<file path="config.mk">
export PLATFORM = sky130hd
export DESIGN_NAME = memWbSubsystem
export DESIGN_NICKNAME = d
export VERILOG_FILES = /design/src/rtl/cpuPkg.sv /design/src/rtl/dataMemory.sv /design/src/rtl/memWbPipeReg.sv /design/src/rtl/writeBackStage.sv /design/src/rtl/regFile.sv /design/src/rtl/memWbSubsystem.sv
export SDC_FILE = /design/constraint.sdc
export NUM_CORES = 2
export LEC_CHECK = 0
export ABC_CLOCK_PERIOD_IN_PS = 4200
export BUFFER_PORTS_ARGS = -buffer_cell sky130_fd_sc_hd__buf_4
export CAP_MARGIN = 10
export CORE_UTILIZATION = 42
export DETAILED_ROUTE_END_ITERATION = 10
export GPL_TIMING_DRIVEN = 0
export PLACE_DENSITY_LB_ADDON = 0.15
export SYNTH_ARGS = -nofsm -noshare
export SYNTH_HDL_FRONTEND = slang
export SYNTH_MEMORY_MAX_BITS = 65536
export SYNTH_SLANG_ARGS = --single-unit
export TNS_END_PERCENT = 100
</file>
<file path="constraint.sdc">
create_clock -name clk -period 4.2 [get_ports clk]
set_input_delay 0.21 -clock clk [delete_from_list [all_inputs] [get_ports clk]]
set_output_delay 0.21 -clock clk [all_outputs]
set_load 0.03 [all_outputs]
</file>
<file path="src/rtl/cpuPkg.sv">
/*
  CPU shared package for the memory and write-back back end:
  word widths, write-back control and the pipeline bundles
*/
package cpuPkg;

  ////////////////////////////////////////
  // Widths
  ////////////////////////////////////////
  localparam int dataWidth    = 16;  // Machine word
  localparam int regAddrWidth = 4;   // Register number

  typedef logic [dataWidth-1:0]    dataWord_t;  // Data or address word
  typedef logic [regAddrWidth-1:0] regAddr_t;   // Register number

  ////////////////////////////////////////
  // Write-back control, 8 bits
  ////////////////////////////////////////
  // Field order is destReg[7:4], regWrite[3], memToReg[2], pcToReg[1], halt[0]
  typedef struct packed {
    regAddr_t destReg;   // Destination register
    logic     regWrite;  // Write the register file
    logic     memToReg;  // Take load data
    logic     pcToReg;   // Link write, takes next PC
    logic     halt;      // Stop the machine
  } wbCtrl_t;

  // EX/MEM bundle, 58 bits
  typedef struct packed {
    dataWord_t pcNext;     // Next PC, used for link writes
    dataWord_t aluOut;     // ALU result, also memory address
    dataWord_t storeData;  // Store data
    logic      memRead;    // Load
    logic      memWrite;   // Store
    wbCtrl_t   wbCtrl;
  } exMemBundle_t;

  // MEM/WB bundle, 56 bits
  typedef struct packed {
    dataWord_t pcNext;
    dataWord_t aluOut;
    dataWord_t memData;  // Load data from memory stage
    wbCtrl_t   wbCtrl;
  } memWbBundle_t;

  // Bypass toward execute, 21 bits
  typedef struct packed {
    logic      valid;    // A register write is happening
    regAddr_t  destReg;
    dataWord_t value;
  } wbForward_t;

endpackage

</file>
<file path="src/rtl/dataMemory.sv">
/*
  Data memory, word addressed
  Combinational read while memRead is high, write on the clock edge
*/
module dataMemory #(
  parameter int memDepth = 256  // Words
) (
  input  logic               clk,
  input  cpuPkg::dataWord_t  addr,      // Word address
  input  cpuPkg::dataWord_t  wrData,    // Store data
  input  logic               memRead,   // Load strobe
  input  logic               memWrite,  // Store strobe
  output cpuPkg::dataWord_t  rdData     // Load data, zero when idle
);

  import cpuPkg::*;

  // Index width from depth, at least one bit
  localparam int idxWidth = (memDepth > 1) ? $clog2(memDepth) : 1;

  ////////////////////////////////////////
  // Storage
  ////////////////////////////////////////
  dataWord_t mem [memDepth];  // No reset on contents

  logic [idxWidth-1:0] idx;  // Low address bits

  assign idx = addr[idxWidth-1:0];

  // Store lands at the edge ending the cycle
  always_ff @(posedge clk) begin
    if (memWrite) begin
      mem[idx] <= wrData;
    end
  end

  // Same-cycle read, quiet bus when not loading
  assign rdData = memRead ? mem[idx] : '0;

  ////////////////////////////////////////
  // Checks
  ////////////////////////////////////////
  // Load and store come from one instruction, never both
  rdWrExclusive: assert property (
    @(posedge clk) !(memRead && memWrite)
  ) else $error("dataMemory: memRead and memWrite both high");

  // Address must land inside the array, no aliasing through the low bits
  addrInRange: assert property (
    @(posedge clk) (memRead || memWrite) |-> (addr < memDepth)
  ) else $error("dataMemory: address %0h beyond depth %0d", addr, memDepth);

endmodule

</file>
<file path="src/rtl/memWbPipeReg.sv">
/*
  MEM/WB pipeline register
  Reset clears all fields and flush clears all but the next PC
*/
module memWbPipeReg (
  input  logic                  clk,
  input  logic                  rst,      // Synchronous active-high reset
  input  logic                  flush,    // Empty this slot
  input  cpuPkg::exMemBundle_t  exMem,    // From memory stage inputs
  input  cpuPkg::dataWord_t     memData,  // Same-cycle load data
  output cpuPkg::memWbBundle_t  memWb     // To write-back
);

  import cpuPkg::*;

  logic clr;  // Reset or flush

  assign clr = rst | flush;

  ////////////////////////////////////////
  // Next PC cleared by reset only
  ////////////////////////////////////////
  always_ff @(posedge clk) begin
    if (rst) begin
      memWb.pcNext <= '0;
    end else begin
      memWb.pcNext <= exMem.pcNext;  // Survives a flush
    end
  end

  ////////////////////////////////////////
  // Results and control cleared by reset or flush
  ////////////////////////////////////////
  always_ff @(posedge clk) begin
    if (clr) begin
      memWb.aluOut  <= '0;
      memWb.memData <= '0;
      memWb.wbCtrl  <= '0;  // Bubble that writes nothing
    end else begin
      memWb.aluOut  <= exMem.aluOut;
      memWb.memData <= memData;
      memWb.wbCtrl  <= exMem.wbCtrl;
    end
  end

  ////////////////////////////////////////
  // Checks
  ////////////////////////////////////////
  // Flushed slot must carry no write-back action
  flushKillsCtrl: assert property (
    @(posedge clk) flush |=> (memWb.wbCtrl == '0)
  ) else $error("memWbPipeReg: wbCtrl not cleared after flush");

endmodule

</file>
<file path="src/rtl/writeBackStage.sv">
/*
  Write-back stage: picks link, load or ALU result,
  drives the register write port, forwarding and a sticky halt
*/
module writeBackStage (
  input  logic                  clk,
  input  logic                  rst,
  input  cpuPkg::memWbBundle_t  memWb,    // From MEM/WB register
  output logic                  wrEn,     // Register write enable
  output cpuPkg::regAddr_t      wrAddr,
  output cpuPkg::dataWord_t     wrData,
  output cpuPkg::wbForward_t    forward,  // Bypass toward execute
  output logic                  halted    // Sticky until reset
);

  import cpuPkg::*;

  wbCtrl_t ctrl;

  assign ctrl = memWb.wbCtrl;

  ////////////////////////////////////////
  // Result select
  ////////////////////////////////////////
  always_comb begin
    if (ctrl.pcToReg) begin
      wrData = memWb.pcNext;   // Link write wins
    end else if (ctrl.memToReg) begin
      wrData = memWb.memData;  // Load
    end else begin
      wrData = memWb.aluOut;   // Default
    end
  end

  // Register 0 is hardwired, so never claim a write to it
  assign wrEn   = ctrl.regWrite && (ctrl.destReg != '0);
  assign wrAddr = ctrl.destReg;

  assign forward.valid   = wrEn;
  assign forward.destReg = wrAddr;
  assign forward.value   = wrData;

  ////////////////////////////////////////
  // Halt latch
  ////////////////////////////////////////
  always_ff @(posedge clk) begin
    if (rst) begin
      halted <= 1'b0;
    end else if (ctrl.halt) begin
      halted <= 1'b1;  // Only reset clears
    end
  end

  // Decode gives one source at most
  oneSource: assert property (
    @(posedge clk) disable iff (rst) !(ctrl.pcToReg && ctrl.memToReg)
  ) else $error("writeBackStage: pcToReg and memToReg both set");

endmodule

</file>
<file path="src/rtl/regFile.sv">
/*
  Register file, one write port and two combinational read ports
  Register 0 reads zero and reads bypass a same-cycle write
*/
module regFile #(
  parameter int numRegs = 16
) (
  input  logic               clk,
  input  logic               rst,      // Clears every register
  input  logic               wrEn,
  input  cpuPkg::regAddr_t   wrAddr,
  input  cpuPkg::dataWord_t  wrData,
  input  cpuPkg::regAddr_t   rdAddrA,
  input  cpuPkg::regAddr_t   rdAddrB,
  output cpuPkg::dataWord_t  rdDataA,
  output cpuPkg::dataWord_t  rdDataB
);

  import cpuPkg::*;

  dataWord_t regs [numRegs];

  ////////////////////////////////////////
  // Write port
  ////////////////////////////////////////
  always_ff @(posedge clk) begin
    if (rst) begin
      for (int i = 0; i < numRegs; i++) begin
        regs[i] <= '0;
      end
    end else if (wrEn && (wrAddr != '0)) begin
      regs[wrAddr] <= wrData;  // Register 0 left alone
    end
  end

  ////////////////////////////////////////
  // Read ports
  ////////////////////////////////////////
  // Write-first bypass lets a read of the register being written see the new value
  function automatic dataWord_t readPort(input regAddr_t addr);
    dataWord_t val;
    if (addr == '0) begin
      val = '0;              // Hardwired zero
    end else if (wrEn && (wrAddr == addr)) begin
      val = wrData;          // Bypass
    end else begin
      val = regs[addr];
    end
    return val;
  endfunction

  always_comb begin
    rdDataA = readPort(rdAddrA);
    rdDataB = readPort(rdAddrB);
  end

  ////////////////////////////////////////
  // Checks
  ////////////////////////////////////////
  // Write-back must only target registers that exist
  wrInRange: assert property (
    @(posedge clk) disable iff (rst) wrEn |-> (wrAddr < numRegs)
  ) else $error("regFile: write to register %0d of %0d", wrAddr, numRegs);

endmodule

</file>
<file path="src/rtl/memWbSubsystem.sv">
/*
  CPU back end: data memory, MEM/WB register,
  write-back stage and register file
*/
module memWbSubsystem #(
  parameter int memDepth = 256,  // Data memory words
  parameter int numRegs  = 16    // Architectural registers
) (
  input  logic                  clk,
  input  logic                  rst,      // Sync, active high
  input  logic                  flush,    // Kill the slot entering MEM/WB
  input  cpuPkg::exMemBundle_t  exMem,    // From execute
  input  cpuPkg::regAddr_t      rdAddrA,
  input  cpuPkg::regAddr_t      rdAddrB,
  output cpuPkg::dataWord_t     rdDataA,
  output cpuPkg::dataWord_t     rdDataB,
  output cpuPkg::wbForward_t    forward,  // Bypass toward execute
  output logic                  halted
);

  import cpuPkg::*;

  ////////////////////////////////////////
  // Internal wires
  ////////////////////////////////////////
  dataWord_t    memData;  // Same-cycle load data
  memWbBundle_t memWb;    // Pipeline register output
  logic         wrEn;
  regAddr_t     wrAddr;
  dataWord_t    wrData;

  // Memory stage, ALU result is the address, flush not seen here
  dataMemory #(
    .memDepth (memDepth)
  ) uDataMemory (
    .clk      (clk),
    .addr     (exMem.aluOut),
    .wrData   (exMem.storeData),
    .memRead  (exMem.memRead),
    .memWrite (exMem.memWrite),
    .rdData   (memData)
  );

  memWbPipeReg uMemWbPipeReg (
    .clk     (clk),
    .rst     (rst),
    .flush   (flush),
    .exMem   (exMem),
    .memData (memData),
    .memWb   (memWb)
  );

  writeBackStage uWriteBackStage (
    .clk     (clk),
    .rst     (rst),
    .memWb   (memWb),
    .wrEn    (wrEn),
    .wrAddr  (wrAddr),
    .wrData  (wrData),
    .forward (forward),
    .halted  (halted)
  );

  // Register update lands one edge after MEM/WB, two after exMem
  regFile #(
    .numRegs (numRegs)
  ) uRegFile (
    .clk     (clk),
    .rst     (rst),
    .wrEn    (wrEn),
    .wrAddr  (wrAddr),
    .wrData  (wrData),
    .rdAddrA (rdAddrA),
    .rdAddrB (rdAddrB),
    .rdDataA (rdDataA),
    .rdDataB (rdDataB)
  );

endmodule

</file>
==> metrics list <==
- Drc violations: 0
- Die Area: 414000 um2
* Hold Violations, Final: 0
* Post-Place Setup Slack: -2140 ps
- All-Layer GR Usage: 0.254
- Summed over all cells, the static leakage comes to 0.0641 uW.
- First-pass GRT wire length: 732000 um
* Sequential share of power: 0.524
- After detailed routing, the average wire length per cell comes to 35.3 um.
- Maximum number of pins on one net before global-route repair: 141
* Worst setup path class: in -> reg
- Antenna violations before repair: 36
- Crit share post-route: 1.06
- Post-detailed-placement half-perimeter wirelength: 367000 um
* Number of buffer cells added on primary ports: 110
* Proportion of power drawn by the clock network: 0.415
* Maximum clock frequency: 0.225 GHz
- Buffers inserted during clock tree synthesis total 453.
- On the final layout, the worst clock skew is 52.9 ps.
- The total overflow left after global routing is 0.
- Setup ws final: -242 ps
- Crit path launch: exMem[29]
- Summed over all nets, the switching power comes to 21000 uW.
- Switching fraction of total power: 0.226
- Critical path data required time: 4920 ps
- Max Cap Violations: 1
- Summed over all layers, the routed wires come to 535000 um.
- Slew at the pin with the worst max-slew slack: 1500 ps
- From left edge to right edge, the die measures 643 um.
- 123 I/O pins were placed.
- In the final layout, the share of cells above drive strength 1 is 0.262.
* Total number of vias: 91100
- Endpoint arrival time on the critical path: 5170 ps
- Setup repair after global routing could not meet its margin everywhere.
* Worst-case clock buffer depth: 4
- STA classifies the critical path startpoint as a primary input.
- Core region area: 409000 um2
- Count of TritonRoute iterations in the first routing pass: 6
- CTS Sinks: 4409
- Count of synthesis-stage warnings from yosys: 0
- Number of global-route vias before repair: 91000
- Following the worst setup path forward leads to its endpoint at uMemWbPipeReg.memWb[19].
- Using the TritonRoute via totals, the vias-per-cell ratio works out to 6.02.
* Layout net count: 9356
- Violations in the final reports: max-capacitance violations, negative setup slack
* Cells taking the most area after synthesis: sky130_fd_sc_hd__edfxtp_1 76%, sky130_fd_sc_hd__mux4_2 12%, sky130_fd_sc_hd__mux2i_1 3.4%, sky130_fd_sc_hd__nor2_1 1.2%, sky130_fd_sc_hd__a22oi_1 0.84%
- Register area share after synthesis: 0.764
* Count of distinct cell types in the synthesized netlist: 56
- The design draws 92900 uW.
- Clock root buffer: sky130_fd_sc_hd__clkbuf_16
- Endpoint of the worst-slack reg-to-reg timing path: uMemWbPipeReg.memWb[19]
- Signed area change from the synthesized netlist to the final layout: 16.5%
- The H-tree generated during clock tree synthesis spans 5 levels.
- Minimum hold slack: 54.2 ps
* Routability-driven placement congestion ratio: 0.967
- Dividing the synthesized area by the synthesized cell count gives 20.7 um2.
* Post-Synthesis Cells: 8348
- Worst hold path class: in -> reg
- Setup slack on the worst reg-to-reg path comes out at 350 ps.
- Worst Min Path Start: flush
- Total power density per cell area: 462 nW/um2
- Leaving out fill and tap cells, the most frequent cell in the layout is sky130_fd_sc_hd__edfxtp_1.
* Worst skew pair latency: 1040 ps
- Kind of end point of the critical path: flip-flop
- Clock-pin slew was measured on the worst setup and hold paths at 60 ps.
- Final critical path time including I/O delays and setup: 4440 ps
- Along the worst path, the maximum fanout reaches 14.
* Maximum vdd drop: 358 uV
- Once detail routing completed, the nets flagged for antenna violations numbered 0.
- Iter 0 DRT Violations: 11400
- Headroom to the max-slew limit came out at 0.00290.
- The startpoint identified for the worst register-to-register timing path is uDataMemory.mem[63][11].
- Share of total power in combinational logic: 0.061
- The worst register-to-register path has a depth of 6.
- Status: finished, violations left
- After synthesis the netlist holds a flip-flop and latch count of 4409.
- Cell accounting for the most synthesized area: sky130_fd_sc_hd__edfxtp_1
- The internal portion of the total power is 71900 uW.
* Fraction of synthesized cell area taken by the top area cell type: 0.757
- Number of synthesized flops with an enable pin: 4352
- Setup violation total in the final timing report: 143
- TritonCTS clock tree: done
* Number of max-slew violations in the final report: 0
- Starting density of the core: 0.422
* Main flop type after synthesis: sky130_fd_sc_hd__edfxtp_1
* Num rows: 235
- In the layout the commonest cells are 4352 x sky130_fd_sc_hd__edfxtp_1, 956 x sky130_fd_sc_hd__mux4_2, 593 x sky130_fd_sc_hd__mux2i_1.
* Die height: 643 um
- Share of flip-flops with an asynchronous set or reset: 0
- The mapped netlist covers 173000 um2.
## worst min-delay path by stage
| stage | end | cells after the start |
|---|---|---|
| after detailed placement | uMemWbPipeReg.memWb[4] | 2 |
| after floorplan | uMemWbPipeReg.memWb[26] | 1 |
| after global routing | uMemWbPipeReg.memWb[26] | 3 |
| after CTS | uMemWbPipeReg.memWb[53] | 3 |
| after global placement | uMemWbPipeReg.memWb[4] | 2 |
| final | uMemWbPipeReg.memWb[26] | 3 |
## critical path: stages
cell	delay, ps
sky130_fd_sc_hd__buf_4	150
sky130_fd_sc_hd__buf_2	290
sky130_fd_sc_hd__buf_2	330
sky130_fd_sc_hd__buf_1	490
sky130_fd_sc_hd__nand4_1	280
sky130_fd_sc_hd__buf_4	190
sky130_fd_sc_hd__buf_4	190
sky130_fd_sc_hd__clkbuf_1	500
sky130_fd_sc_hd__o22ai_1	280
sky130_fd_sc_hd__nor4_1	800
sky130_fd_sc_hd__nand4_1	260
sky130_fd_sc_hd__a311oi_4	740
sky130_fd_sc_hd__o211ai_1	430
## flip-flops by register name (all words and copies together) (netlist names)
signal	cells
uWriteBackStage.halted	1
uMemWbPipeReg.memWb	56
uDataMemory.mem	4096
uRegFile.regs	256
## area by class of cell
cell class / count / area, um2
Clock inverter: 247 / 2030
Sequential cell: 4409 / 132000
Timing Repair Buffer: 471 / 6340
Antenna cell: 18 / 45.0
Fill cell: 33200 / 208000
Buffer: 549 / 2700
Clock buffer: 580 / 12000
Tap cell: 5451 / 6820
Inverter: 22 / 83.8
Multi-Input combinational cell: 3381 / 39300
## logic make-up after synthesis
family / count (synthesis) / synth area share
buf+inv: 573 / 0.0159
other cells: 1 / 0.0000217
mux: 1569 / 0.161
flops: 4409 / 0.764
simple gates: 1058 / 0.0288
compound gates: 730 / 0.0306
xor+xnor: 8 / 0.000406
## through the flow
stage / std cells / utilization / setup TNS [ps] / instance area (um2)
final: 15100 / 0.492 / -5260 / 201000
after global routing: 15100 / 0.491 / -591 / 201000
after CTS: 15100 / 0.491 / 0 / 201000
after detailed placement: 14200 / 0.454 / -3768890 / 186000
after global placement: 13900 / 0.441 / -8676790 / 180000
after floorplan: 8363 / - / 0 / 173000
## timing repair
action | in CTS | in global routing
setup buffers | 3 | 0
gates resized for setup | 77 | 29
hold endpoints to repair | 1679 | 0
setup endpoints to repair | 1416 | 341
hold buffers | 82 | 0
pin swaps | 2 | 0
## Yosys cell counts (48+ instances only)
library cell / n
sky130_fd_sc_hd__dfxtp_1: 57
sky130_fd_sc_hd__buf_2: 160
sky130_fd_sc_hd__a221oi_1: 64
sky130_fd_sc_hd__a22oi_1: 193
sky130_fd_sc_hd__buf_4: 48
sky130_fd_sc_hd__mux2i_1: 593
sky130_fd_sc_hd__a21oi_1: 82
sky130_fd_sc_hd__nand3_1: 126
sky130_fd_sc_hd__o211ai_1: 49
sky130_fd_sc_hd__edfxtp_1: 4352
sky130_fd_sc_hd__and3_1: 64
sky130_fd_sc_hd__mux4_2: 956
sky130_fd_sc_hd__nor2_1: 529
sky130_fd_sc_hd__nand4_1: 52
sky130_fd_sc_hd__o22ai_1: 128
sky130_fd_sc_hd__clkbuf_1: 265
sky130_fd_sc_hd__nand2_1: 90
sky130_fd_sc_hd__buf_1: 50
## routing by layer
metal,part of all wire,wire (um),global-route usage,up-vias
met1,0.40,214000,0.349,49000
met3,0.087,46700,0.0532,896
met4,0.043,22800,0.0936,4
met2,0.47,251000,0.402,4394
met5,0.000034,18,0,-
li1,-,-,-,36800
## power by group through the flow
stage / Combinational [uW] / Clock (uW) / Sequential (uW)
after global placement: 5280 / 0 / 49600
after detailed placement: 5560 / 0 / 49500
after CTS: 5670 / 39000 / 48600
after floorplan: 2610 / 0 / 49500
final: 5710 / 38500 / 48600
after global routing: 5850 / 40600 / 48600
No activity file was read; power rests on OpenSTA's default activity.
